## config.mk

```make
export PLATFORM = sky130hd
export DESIGN_NAME = mesh_router
export DESIGN_NICKNAME = d
export VERILOG_FILES = /design/src/hw/router_pkg.sv /design/src/hw/flit_queue.sv /design/src/hw/mesh_router.sv /design/src/hw/output_stage.sv /design/src/hw/route_comp.sv /design/src/hw/switch_alloc.sv
export VERILOG_INCLUDE_DIRS = /design/src /design/src/hw
export SDC_FILE = /design/constraint.sdc
export NUM_CORES = 2
export LEC_CHECK = 0
export ABC_AREA = 0
export BUFFER_PORTS_ARGS = -buffer_cell sky130_fd_sc_hd__buf_2
export CORE_MARGIN = 3
export CORE_UTILIZATION = 59
export DETAILED_ROUTE_END_ITERATION = 12
export GPL_ROUTABILITY_DRIVEN = 0
export MAX_ROUTING_LAYER = met4
export PLACE_DENSITY = 0.8
export SYNTH_ARGS = -nofsm -noshare
export SYNTH_HDL_FRONTEND = slang
export SYNTH_SLANG_ARGS = --single-unit
```

## constraint.sdc

```tcl
create_clock -name clk -period 8.85 [get_ports clk]
set_input_delay 1.77 -clock clk [delete_from_list [all_inputs] [get_ports clk]]
set_output_delay 1.77 -clock clk [all_outputs]
set_load 0.03 [all_outputs]
```

## src/hw/router_consts.svh

```systemverilog
`ifndef ROUTER_CONSTS_SVH
`define ROUTER_CONSTS_SVH

// one mesh axis
`define ROUTER_COORD_W 3

// sender tag, carried through untouched
`define ROUTER_TAG_W 8

`define ROUTER_PAYLOAD_W 32

// entries per input queue
`define ROUTER_QUEUE_DEPTH 8

// xpos, ypos, xneg, yneg
`define ROUTER_NUM_PORTS 4

`endif

```

## src/hw/router_pkg.sv

```systemverilog
`include "router_consts.svh"

package router_pkg;

    // port order matches the link arrays
    typedef enum logic [1:0] {
        PORT_XPOS = 2'd0,
        PORT_YPOS = 2'd1,
        PORT_XNEG = 2'd2,
        PORT_YNEG = 2'd3
    } port_idx_t;

    typedef struct packed {
        logic [`ROUTER_COORD_W-1:0]   dst_x;
        logic [`ROUTER_COORD_W-1:0]   dst_y;
        logic [`ROUTER_COORD_W-1:0]   src_x;
        logic [`ROUTER_COORD_W-1:0]   src_y;
        logic [`ROUTER_TAG_W-1:0]     tag;
        logic [`ROUTER_PAYLOAD_W-1:0] payload;
    } flit_t;

    // bundle on every link, inject and eject port
    typedef struct packed {
        logic  valid;
        flit_t flit;
    } link_t;

    // port is don't care when eject is set
    typedef struct packed {
        logic      valid;
        logic      eject;
        port_idx_t port;
    } route_t;

endpackage

```

## src/hw/flit_queue.sv

```systemverilog
`include "router_consts.svh"

module flit_queue
    import router_pkg::*;
(
    input  logic  clk,
    input  logic  arst_n,
    input  link_t wr,
    input  logic  pop,
    output link_t head,
    output logic  full
);

    localparam int DEPTH = `ROUTER_QUEUE_DEPTH;
    localparam int PTR_W = $clog2(DEPTH);
    localparam int CNT_W = $clog2(DEPTH + 1);

    flit_t            mem [DEPTH];
    logic [PTR_W-1:0] wr_ptr;
    logic [PTR_W-1:0] rd_ptr;
    logic [CNT_W-1:0] count;
    logic             do_wr;
    logic             do_rd;

    function automatic logic [PTR_W-1:0] ptr_inc(input logic [PTR_W-1:0] p);
        return (p == PTR_W'(DEPTH - 1)) ? '0 : p + 1'b1;
    endfunction

    // writes into a full queue are lost
    assign full  = (count == CNT_W'(DEPTH));
    assign do_wr = wr.valid && !full;
    assign do_rd = pop && (count != '0);

    assign head.valid = (count != '0);
    assign head.flit  = mem[rd_ptr];

    always_ff @(posedge clk) begin
        if (do_wr) begin
            mem[wr_ptr] <= wr.flit;
        end
    end

    always_ff @(posedge clk or negedge arst_n) begin
        if (!arst_n) begin
            wr_ptr <= '0;
            rd_ptr <= '0;
            count  <= '0;
        end else begin
            if (do_wr) begin
                wr_ptr <= ptr_inc(wr_ptr);
            end
            if (do_rd) begin
                rd_ptr <= ptr_inc(rd_ptr);
            end
            // simultaneous push and pop leaves count alone
            case ({do_wr, do_rd})
                2'b10:   count <= count + 1'b1;
                2'b01:   count <= count - 1'b1;
                default: count <= count;
            endcase
        end
    end

endmodule

```

## src/hw/mesh_router.sv

```systemverilog
`include "router_consts.svh"

module mesh_router
    import router_pkg::*;
#(
    parameter int cur_x = 0,
    parameter int cur_y = 0
) (
    input  logic  clk,
    input  logic  arst_n,
    input  link_t link_in [`ROUTER_NUM_PORTS],
    input  link_t inject [`ROUTER_NUM_PORTS],
    output link_t link_out [`ROUTER_NUM_PORTS],
    output link_t eject [`ROUTER_NUM_PORTS]
);

    localparam int NP = `ROUTER_NUM_PORTS;

    link_t         head [NP];
    route_t        route [NP];
    logic [NP-1:0] pop;
    logic [NP-1:0] inject_valid;
    logic [NP-1:0] grant_valid;
    port_idx_t     grant_src [NP];
    logic [NP-1:0] eject_sel;

    //////////////////////////////////////////////////
    // per input port: queue and route

    for (genvar i = 0; i < NP; i++) begin : g_port
        flit_queue u_flit_queue (
            .clk    (clk),
            .arst_n (arst_n),
            .wr     (link_in[i]),
            .pop    (pop[i]),
            .head   (head[i]),
            .full   ()
        );

        route_comp #(
            .cur_x (cur_x),
            .cur_y (cur_y)
        ) u_route_comp (
            .head  (head[i]),
            .route (route[i])
        );

        assign inject_valid[i] = inject[i].valid;
    end

    //////////////////////////////////////////////////
    // allocation and switch traversal

    switch_alloc u_switch_alloc (
        .clk          (clk),
        .arst_n       (arst_n),
        .route        (route),
        .inject_valid (inject_valid),
        .pop          (pop),
        .grant_valid  (grant_valid),
        .grant_src    (grant_src),
        .eject_sel    (eject_sel)
    );

    output_stage u_output_stage (
        .clk         (clk),
        .arst_n      (arst_n),
        .head        (head),
        .grant_valid (grant_valid),
        .grant_src   (grant_src),
        .eject_sel   (eject_sel),
        .inject      (inject),
        .link_out    (link_out),
        .eject       (eject)
    );

endmodule

```

## src/hw/output_stage.sv

```systemverilog
`include "router_consts.svh"

module output_stage
    import router_pkg::*;
(
    input  logic                          clk,
    input  logic                          arst_n,
    input  link_t                         head [`ROUTER_NUM_PORTS],
    input  logic [`ROUTER_NUM_PORTS-1:0]  grant_valid,
    input  port_idx_t                     grant_src [`ROUTER_NUM_PORTS],
    input  logic [`ROUTER_NUM_PORTS-1:0]  eject_sel,
    input  link_t                         inject [`ROUTER_NUM_PORTS],
    output link_t                         link_out [`ROUTER_NUM_PORTS],
    output link_t                         eject [`ROUTER_NUM_PORTS]
);

    localparam int NP = `ROUTER_NUM_PORTS;

    link_t         out_next [NP];
    logic [NP-1:0] out_valid_q;
    flit_t         out_flit_q [NP];
    logic [NP-1:0] ej_valid_q;
    flit_t         ej_flit_q [NP];

    //////////////////////////////////////////////////
    // crossbar with inject override

    always_comb begin
        for (int o = 0; o < NP; o++) begin
            if (inject[o].valid) begin
                out_next[o] = inject[o];
            end else begin
                out_next[o].valid = grant_valid[o];
                out_next[o].flit  = head[grant_src[o]].flit;
            end
        end
    end

    //////////////////////////////////////////////////
    // output registers

    always_ff @(posedge clk or negedge arst_n) begin
        if (!arst_n) begin
            out_valid_q <= '0;
            ej_valid_q  <= '0;
        end else begin
            for (int o = 0; o < NP; o++) begin
                out_valid_q[o] <= out_next[o].valid;
            end
            ej_valid_q <= eject_sel;
        end
    end

    always_ff @(posedge clk) begin
        for (int o = 0; o < NP; o++) begin
            if (out_next[o].valid) begin
                out_flit_q[o] <= out_next[o].flit;
            end
            // eject port i carries the head of input i
            if (eject_sel[o]) begin
                ej_flit_q[o] <= head[o].flit;
            end
        end
    end

    always_comb begin
        for (int o = 0; o < NP; o++) begin
            link_out[o] = '{valid: out_valid_q[o], flit: out_flit_q[o]};
            eject[o]    = '{valid: ej_valid_q[o], flit: ej_flit_q[o]};
        end
    end

endmodule

```

## src/hw/route_comp.sv

```systemverilog
`include "router_consts.svh"

module route_comp
    import router_pkg::*;
#(
    parameter int cur_x = 0,
    parameter int cur_y = 0
) (
    input  link_t  head,
    output route_t route
);

    localparam logic [`ROUTER_COORD_W-1:0] my_x = `ROUTER_COORD_W'(cur_x);
    localparam logic [`ROUTER_COORD_W-1:0] my_y = `ROUTER_COORD_W'(cur_y);

    // dimension order, x resolved before y
    always_comb begin
        route.valid = head.valid;
        route.eject = 1'b0;
        route.port  = PORT_XPOS;
        if (head.flit.dst_x > my_x) begin
            route.port = PORT_XPOS;
        end else if (head.flit.dst_x < my_x) begin
            route.port = PORT_XNEG;
        end else if (head.flit.dst_y > my_y) begin
            route.port = PORT_YPOS;
        end else if (head.flit.dst_y < my_y) begin
            route.port = PORT_YNEG;
        end else begin
            // arrived, leaves on the eject of its input port
            route.eject = 1'b1;
        end
    end

endmodule

```

## src/hw/switch_alloc.sv

```systemverilog
`include "router_consts.svh"

module switch_alloc
    import router_pkg::*;
(
    input  logic                          clk,
    input  logic                          arst_n,
    input  route_t                        route [`ROUTER_NUM_PORTS],
    input  logic [`ROUTER_NUM_PORTS-1:0]  inject_valid,
    output logic [`ROUTER_NUM_PORTS-1:0]  pop,
    output logic [`ROUTER_NUM_PORTS-1:0]  grant_valid,
    output port_idx_t                     grant_src [`ROUTER_NUM_PORTS],
    output logic [`ROUTER_NUM_PORTS-1:0]  eject_sel
);

    localparam int NP = `ROUTER_NUM_PORTS;

    port_idx_t     ptr [NP];
    logic [NP-1:0] req [NP];
    logic [NP-1:0] won;

    //////////////////////////////////////////////////
    // requests, indexed [output][input]

    always_comb begin
        for (int o = 0; o < NP; o++) begin
            for (int i = 0; i < NP; i++) begin
                req[o][i] = route[i].valid && !route[i].eject &&
                            (route[i].port == port_idx_t'(o));
            end
        end
    end

    //////////////////////////////////////////////////
    // round robin per output

    always_comb begin
        logic [1:0] sum;
        port_idx_t  cand;
        won = '0;
        for (int o = 0; o < NP; o++) begin
            grant_valid[o] = 1'b0;
            grant_src[o]   = PORT_XPOS;
            // walk down so the lowest offset from ptr wins
            for (int k = NP - 1; k >= 0; k--) begin
                sum  = ptr[o] + 2'(k);
                cand = port_idx_t'(sum);
                if (req[o][cand] && !inject_valid[o]) begin
                    grant_valid[o] = 1'b1;
                    grant_src[o]   = cand;
                end
            end
            if (grant_valid[o]) begin
                won[grant_src[o]] = 1'b1;
            end
        end
    end

    // ejecting heads never contend
    always_comb begin
        for (int i = 0; i < NP; i++) begin
            eject_sel[i] = route[i].valid && route[i].eject;
        end
    end

    assign pop = won | eject_sel;

    always_ff @(posedge clk or negedge arst_n) begin
        if (!arst_n) begin
            for (int o = 0; o < NP; o++) begin
                ptr[o] <= PORT_XPOS;
            end
        end else begin
            for (int o = 0; o < NP; o++) begin
                if (grant_valid[o]) begin
                    ptr[o] <= port_idx_t'(2'(grant_src[o] + 1));
                end
            end
        end
    end

endmodule

```

== After elaboration in Yosys (flattened, before gate mapping) ==
Memory sizes are Yosys's and may differ from the RTL's.
Index checks and enable logic that the tools add are counted.
Cells by class
  $add $sub $neg: 32
  $lt $le $gt $ge: 44
  eq/ne operators: 32
  multiplexer cells: 160
  bitwise logic cells: 8
  reductions and logical operators: 76
Operators by type and width (count)
  53-bit binary-select mux with 2-bit select: 4
  52-bit 2-to-1 mux: 8
  53-bit 2-to-1 mux: 4
  1-bit 2-to-1 mux: 76
  2-bit 2-to-1 mux: 32
  2-bit by 3-bit < comparator with 1-bit output (second input constant): 20
  1-bit logical AND: 52
  1-bit binary-select mux with 2-bit select: 16
  4-bit one-hot mux with 2 select lines: 4
  3-bit by 1-bit adder with 3-bit output (second input constant): 8
  2-bit equality test (second input constant): 12
  3-bit equality test (second input constant): 8
  3-bit by 1-bit > comparator with 1-bit output (second input constant): 8
  3-bit by 1-bit < comparator with 1-bit output (second input constant): 8
  3-bit 2-to-1 mux: 8
  2-bit by 1-bit adder with 2-bit output (second input constant): 8
  2-bit adder (second input constant): 8
  4-bit by 1-bit adder with 4-bit output (second input constant): 4
  2-bit by 1-bit equality test with 1-bit output (second input constant): 8
  4-bit equality test (second input constant): 4
  4-bit 2-to-1 mux: 4
  4-bit OR: 4
  4-bit nonzero test: 4
  4-bit by 1-bit subtractor with 4-bit output (second input constant): 4
  other kinds (7): 36
Word-level totals
  bits in registers: 56
  memory bits (writable): 2080
  input bits: 426
  logic and storage cells: 376
  memories: 6
Memory list
  g_port[0].u_flit_queue.mem: words 8, width 52, read ports 1, clocked after Yosys merged registers in 0, wr ports 1, RTL line flit_queue.sv:18  | flit_t mem [DEPTH];
  g_port[1].u_flit_queue.mem: words 8, width 52, read ports 1, clocked after Yosys merged registers in 0, wr ports 1, RTL line flit_queue.sv:18
  g_port[2].u_flit_queue.mem: words 8, width 52, read ports 1, clocked after Yosys merged registers in 0, wr ports 1, RTL line flit_queue.sv:18
  g_port[3].u_flit_queue.mem: words 8, width 52, read ports 1, clocked after Yosys merged registers in 0, wr ports 1, RTL line flit_queue.sv:18
  u_output_stage.ej_flit_q: words 4, width 52, read ports 4, clocked after Yosys merged registers in 0, wr ports 4, RTL line output_stage.sv:23  | flit_t ej_flit_q [NP];
  u_output_stage.out_flit_q: words 4, width 52, read ports 4, clocked after Yosys merged registers in 0, wr ports 4, RTL line output_stage.sv:21  | flit_t out_flit_q [NP];

== Logic depth before layout (Yosys ltp) ==
An unclocked memory read counts as a cell.
  depth in word-level cells: 31
  depth in mapped cells: 23
  depth with buffers taken out: 19

== Hierarchy ==
From an unflattened synthesis, not the netlist that was laid out.
Second synthesis, totals
  cells, all modules: 4506
  area total of the unflattened synthesis: 91795.5 µm²
Modules (own cells, without submodules)
  flit_queue at g_port[2].u_flit_queue ...: instances 2, cells each 671, area each 16524.6 µm², seq. area each 12742.2 µm²
  output_stage: instances 1, cells each 1612, area each 24008.0 µm², seq. area each 12692.2 µm²
  flit_queue at g_port[0].u_flit_queue: instances 1, cells each 671, area each 16523.3 µm², seq. area each 12742.2 µm²
  flit_queue at g_port[1].u_flit_queue: instances 1, cells each 669, area each 16509.6 µm², seq. area each 12742.2 µm²
  switch_alloc: instances 1, cells each 184, area each 1545.2 µm², seq. area each 200.2 µm²
  route_comp: instances 4, cells each 7, area each 40.0 µm², seq. area each 0.0 µm²

== Worst setup path after synthesis ==
No wires, ideal clock.
  path kind: input to register
  start: input port link_in[158] (netlist bit)
  end: memory g_port[1].u_flit_queue.mem[0][0] (netlist bit) (enable)
  library setup time: 0.591 ns
  arrival time: 6.895 ns
  required time: 8.259 ns
  slack: 1.365 ns
  stages: 2
  cell sequence: nand2_1 nor4_1
On the way
  cells in the longest elaborated chain, start to end: 3
Ends and longest elaborated chain
  from (decl): RTL line mesh_router.sv:11  | input link_t link_in [`ROUTER_NUM_PORTS],
  1-bit logical AND: RTL line flit_queue.sv:31  | assign do_wr = wr.valid && !full;
  1-bit 2-to-1 mux: RTL line flit_queue.sv:38  | if (do_wr) begin
  1-bit 2-to-1 mux (not written as such): RTL line flit_queue.sv:39  | mem[wr_ptr] <= wr.flit;
  to (decl): RTL line flit_queue.sv:18
No other way between the ends.

==> out/qor.txt <==
=================================================================================
Sequential cell area in the final layout                               63,800 µm²
Ys Warns                                                                        0
Setup TNS                                                                    0 ns
Highest Clock Rate                                                        151 MHz
Final period util                                                           0.749
Total via count after detailed routing                                     46,700
Sw frac                                                                     0.370
First-pass iteration count of the detailed router                               9
Kind of capture point of the worst setup path                           flip-flop
Worst Max-Slew Pin Slew                                                   1.18 ns
Core Box Area                                                         140,000 µm²
Number of antenna violations at the first check in global routing             151
Initial standard-cell utilization of the core                               0.597
Final-report max-slew violation count                                           0
Final ANT Viol Nets                                                             0
Max capacitance violation total                                                 0
Slowest CP cell                                                      sky130_fd_sc_hd__dfrtp_4
Drt wl/cell                                                               38.7 µm
Post-synthesis sequential element count                                     2,132
Cell area after synthesis                                              83,900 µm²
Synth Flop Type                                                      sky130_fd_sc_hd__edfxtp_1
Met3 routed WL                                                          39,000 µm
Fin Clk Skew                                                            0.0822 ns
Mapped Cells                                                                3,852
Total buffers and inverters traversed by the critical path                      3
Leading cell type in the layout, fill and taps excluded              sky130_fd_sc_hd__edfxtp_1
Met2 WL                                                                123,000 µm
Cell-internal power                                                     23,300 µW
Number of buffers on the longest clock path                                     3
Standard-cell row count                                                       137
Final count of negative-setup-slack endpoints                                   0
Slowest cell delay on critical path                                       1.15 ns
Number of instances resized during post-cts repair                              0
Library cell used as clock root buffer                               sky130_fd_sc_hd__clkbuf_16
Share of total power in combinational logic                                 0.361
Clock latency on the worst-skew pair                                      0.89 ns
Syn_nets                                                                    4,314
Total die area                                                        147,000 µm²
Die outline height                                                         383 µm
Synthesized area per cell                                                21.8 µm²
Commonest cells after routing, fill and taps aside                   2,080 x sky130_fd_sc_hd__edfxtp_1, 845 x sky130_fd_sc_hd__buf_2, 418 x sky130_fd_sc_hd__mux2_2
Metal-1 WL                                                              90,900 µm
Floorplan die width                                                        383 µm
Seq/Total Area, Yosys                                                       0.760
Fraction of power consumed by sequential logic                              0.397
Number of enable flip-flop cells after synthesis                            2,080
Hold/Removal Path Class                                              flip-flop to flip-flop
FILL cells                                                                  8,511
Library cells used by synthesis                                                61
Post CTS Setup Buffer Count                                                     0
Summed area of non-filler cells in the final layout                    97,700 µm²
Post-route DRC violation count                                                  0
Pin count of the biggest net entering global routing                           72
CP top delay family                                                  simple AND/OR/NAND/NOR gates
Area of the multi-input gates                                          19,400 µm²
Placed inst area                                                       90,500 µm²
NetSw                                                                   13,700 µW
Number of DRC markers in iteration 0                                        7,222
Worst Setup Path Type                                                flip-flop to flip-flop
Clock buffers created by TritonCTS                                            202
GRT overflow                                                                    0
Deepest level of the CTS H-tree                                                 4
Worst slack on hold paths                                                0.510 ns
Fraction of final layout cells sized beyond drive strength 1                0.430
Pwr per Cell Area                                                      379 nW/µm²
Power after layout                                                      37,000 µW
Vias in the first global route                                             45,100
Detail Placement HPWL                                                  179,000 µm
Share of synthesized registers carrying an async set or reset              0.0244
Final Hold Vio Count                                                            0
Critical path startpoint category                                       flip-flop
Post-detailed-route via-to-cell ratio                                        6.71
TritonCTS Sinks                                                             2,132
CTS tree                                                                    built
Total I/O pin count                                                           850
Worst-path cell chain                                                buf_4 -> mux2_2 -> nor3_1 -> nor2_1 -> a22oi_1 -> o221ai_1 -> nor3_2 -> buf_4 -> ha_1 -> a21o_1 -> o21ai_0 -> inv_1 -> ha_1 -> ha_1 -> a21o_1 -> a21oi_1 -> xnor2_1 -> nor2_1 -> xor2_1
Number of port buffers                                                        849
Top Layer Used                                                               met4
Minimum clock period after layout                                         6.63 ns
Clock network power share                                                   0.242
Post-route core utilization                                                 0.696
Crit-path max FO                                                               71
Unrepaired setup endpoints after global routing                             false
Detailed-route wire length                                             269,000 µm
Area growth, synth to finish                                                16.5%
Hold bufs inserted after CTS                                                    0
Peak supply drop                                                         0.356 mV
Arrival time worst endpoint                                               7.37 ns
Leakage power total                                                     0.0331 µW
Clock slew seen by the registers of the worst setup and hold paths        0.07 ns
Overall Global Routing Usage                                                0.379
Required @ worst endpoint                                                 9.59 ns
Worst slew margin relative to its limit                                     0.212
Layout Nets                                                                 5,240
Wire length of the first global-routing pass                           365,000 µm
Cell repeated most along the worst path                              sky130_fd_sc_hd__ha_1
Run status                                                           complete, no violations
=================================================================================
cell type report:
type,count,share of cell area
Sequential cell,2132,0.653
Multi-Input combinational cell,1491,0.199
Clock buffer,226,0.0527
Timing Repair Buffer,921,0.0491
Tap cell,1876,0.0240
Clock inverter,150,0.0179
Antenna cell,133,0.00341
Inverter,30,0.00117
synth_stat cells, types with 5 or more instances:
| cell type | number | area [µm²] |
|---|---|---|
| sky130_fd_sc_hd__buf_1 | 50 | 188 |
| sky130_fd_sc_hd__nor3_1 | 82 | 410 |
| sky130_fd_sc_hd__buf_2 | 19 | 95.1 |
| sky130_fd_sc_hd__a21oi_1 | 8 | 40.0 |
| sky130_fd_sc_hd__nor2_1 | 40 | 150 |
| sky130_fd_sc_hd__nand2_1 | 42 | 158 |
| sky130_fd_sc_hd__nand2b_1 | 14 | 87.6 |
| sky130_fd_sc_hd__clkbuf_1 | 118 | 443 |
| sky130_fd_sc_hd__buf_4 | 7 | 52.6 |
| sky130_fd_sc_hd__mux2i_1 | 161 | 1610 |
| sky130_fd_sc_hd__buf_6 | 5 | 56.3 |
| sky130_fd_sc_hd__a21o_1 | 9 | 67.6 |
| sky130_fd_sc_hd__ha_1 | 32 | 400 |
| sky130_fd_sc_hd__mux4_2 | 415 | 9350 |
| sky130_fd_sc_hd__dfrtp_1 | 52 | 1300 |
| sky130_fd_sc_hd__o21ai_0 | 21 | 105 |
| sky130_fd_sc_hd__or3_1 | 7 | 43.8 |
| sky130_fd_sc_hd__inv_1 | 24 | 90.1 |
| sky130_fd_sc_hd__mux2_2 | 418 | 4710 |
| sky130_fd_sc_hd__xor2_1 | 8 | 70.1 |
| sky130_fd_sc_hd__nor4_1 | 10 | 62.6 |
| sky130_fd_sc_hd__a221oi_1 | 53 | 464 |
| sky130_fd_sc_hd__nand3_1 | 9 | 45.0 |
| sky130_fd_sc_hd__edfxtp_1 | 2080 | 62500 |
| sky130_fd_sc_hd__xnor2_1 | 9 | 78.8 |
| sky130_fd_sc_hd__o22ai_1 | 49 | 307 |
| sky130_fd_sc_hd__a221o_1 | 47 | 470 |
per-stage QoR:
stage               cells  setup slack, ns
floorplan            3852             1.36
CTS                  6826             2.32
global placement     6450             2.44
global route         6926             1.83
detailed placement   6450             2.33
finish               6959             2.22
flip-flops by register name, indices dropped and copies added, names as in the netlist:
register and flops:
g_port.u_flit_queue.count 16, u_switch_alloc.ptr 4, g_port.u_flit_queue.rd_ptr 12, u_output_stage.out_flit_q 208, u_output_stage.out_valid_q 4, u_output_stage.ej_flit_q 208
g_port.u_flit_queue.mem 1664, g_port.u_flit_queue.wr_ptr 12, u_output_stage.ej_valid_q 4
power groups by stage:
stage               registers (µW)  clock network (µW)  logic (µW)
finish                       14700                8940       13400
global route                 14800                9370       13800
CTS                          14700                8990       13200
detailed placement           14800                   0       13100
global placement             14700                   0       12900
floorplan                    15000                   0        7500
metal layers:
layer  global-route usage  up-vias
li1                     -    18300
met5                    -        -
met3                0.136      654
met4                0.206        0
met2                0.539     3724
met1                0.481    24000
worst reg2reg max path, stage by stage, from the launching register on:
cell	delay [ns]
sky130_fd_sc_hd__dfrtp_4	1.15
sky130_fd_sc_hd__buf_4	0.67
sky130_fd_sc_hd__mux2_2	0.46
sky130_fd_sc_hd__nor3_1	0.35
sky130_fd_sc_hd__nor2_1	0.17
sky130_fd_sc_hd__a22oi_1	0.23
sky130_fd_sc_hd__o221ai_1	0.16
sky130_fd_sc_hd__nor3_2	0.91
sky130_fd_sc_hd__buf_4	0.56
sky130_fd_sc_hd__ha_1	0.24
sky130_fd_sc_hd__a21o_1	0.10
sky130_fd_sc_hd__o21ai_0	0.23
sky130_fd_sc_hd__inv_1	0.13
sky130_fd_sc_hd__ha_1	0.21
sky130_fd_sc_hd__ha_1	0.25
sky130_fd_sc_hd__a21o_1	0.18
sky130_fd_sc_hd__a21oi_1	0.18
sky130_fd_sc_hd__xnor2_1	0.14
sky130_fd_sc_hd__nor2_1	0.07
sky130_fd_sc_hd__xor2_1	0.14
cells by family (layout without fill, tap and decap cells):
family / count (synthesis) / after routing / share of synthesized area
adder cells (fa/ha/maj): 36 / 36 / 0.00573
AO/OA/AOI/OAI: 217 / 217 / 0.0205
XOR/XNOR: 17 / 17 / 0.00178
multiplexers: 997 / 997 / 0.187
buffers and inverters: 229 / 1327 / 0.0113
flip-flops: 2132 / 2132 / 0.760
other: 0 / 133 / 0
AND/OR/NAND/NOR: 224 / 224 / 0.0132
final timing paths:
path,startpoint,end,slack [ns],cells past startpoint
worst min-delay path,g_port[3].u_flit_queue.count[3]$_DFFE_PN0P_,g_port[3].u_flit_queue.count[3]$_DFFE_PN0P_,0.51,1
min in group asynchronous,arst_n,u_output_stage.ej_valid_q[0]$_DFF_PN0_,0.81,1
worst min register to register,g_port[3].u_flit_queue.count[3]$_DFFE_PN0P_,g_port[3].u_flit_queue.count[3]$_DFFE_PN0P_,0.51,1
worst max register to register,g_port[2].u_flit_queue.rd_ptr[1]$_DFFE_PN0P_,g_port[1].u_flit_queue.count[3]$_DFFE_PN0P_,2.22,19
max in group asynchronous,arst_n,g_port[1].u_flit_queue.rd_ptr[1]$_DFFE_PN0P_,6.82,2
worst max-delay path,g_port[2].u_flit_queue.rd_ptr[1]$_DFFE_PN0P_,g_port[1].u_flit_queue.count[3]$_DFFE_PN0P_,2.22,19
Power figures use the tool's default switching activity.
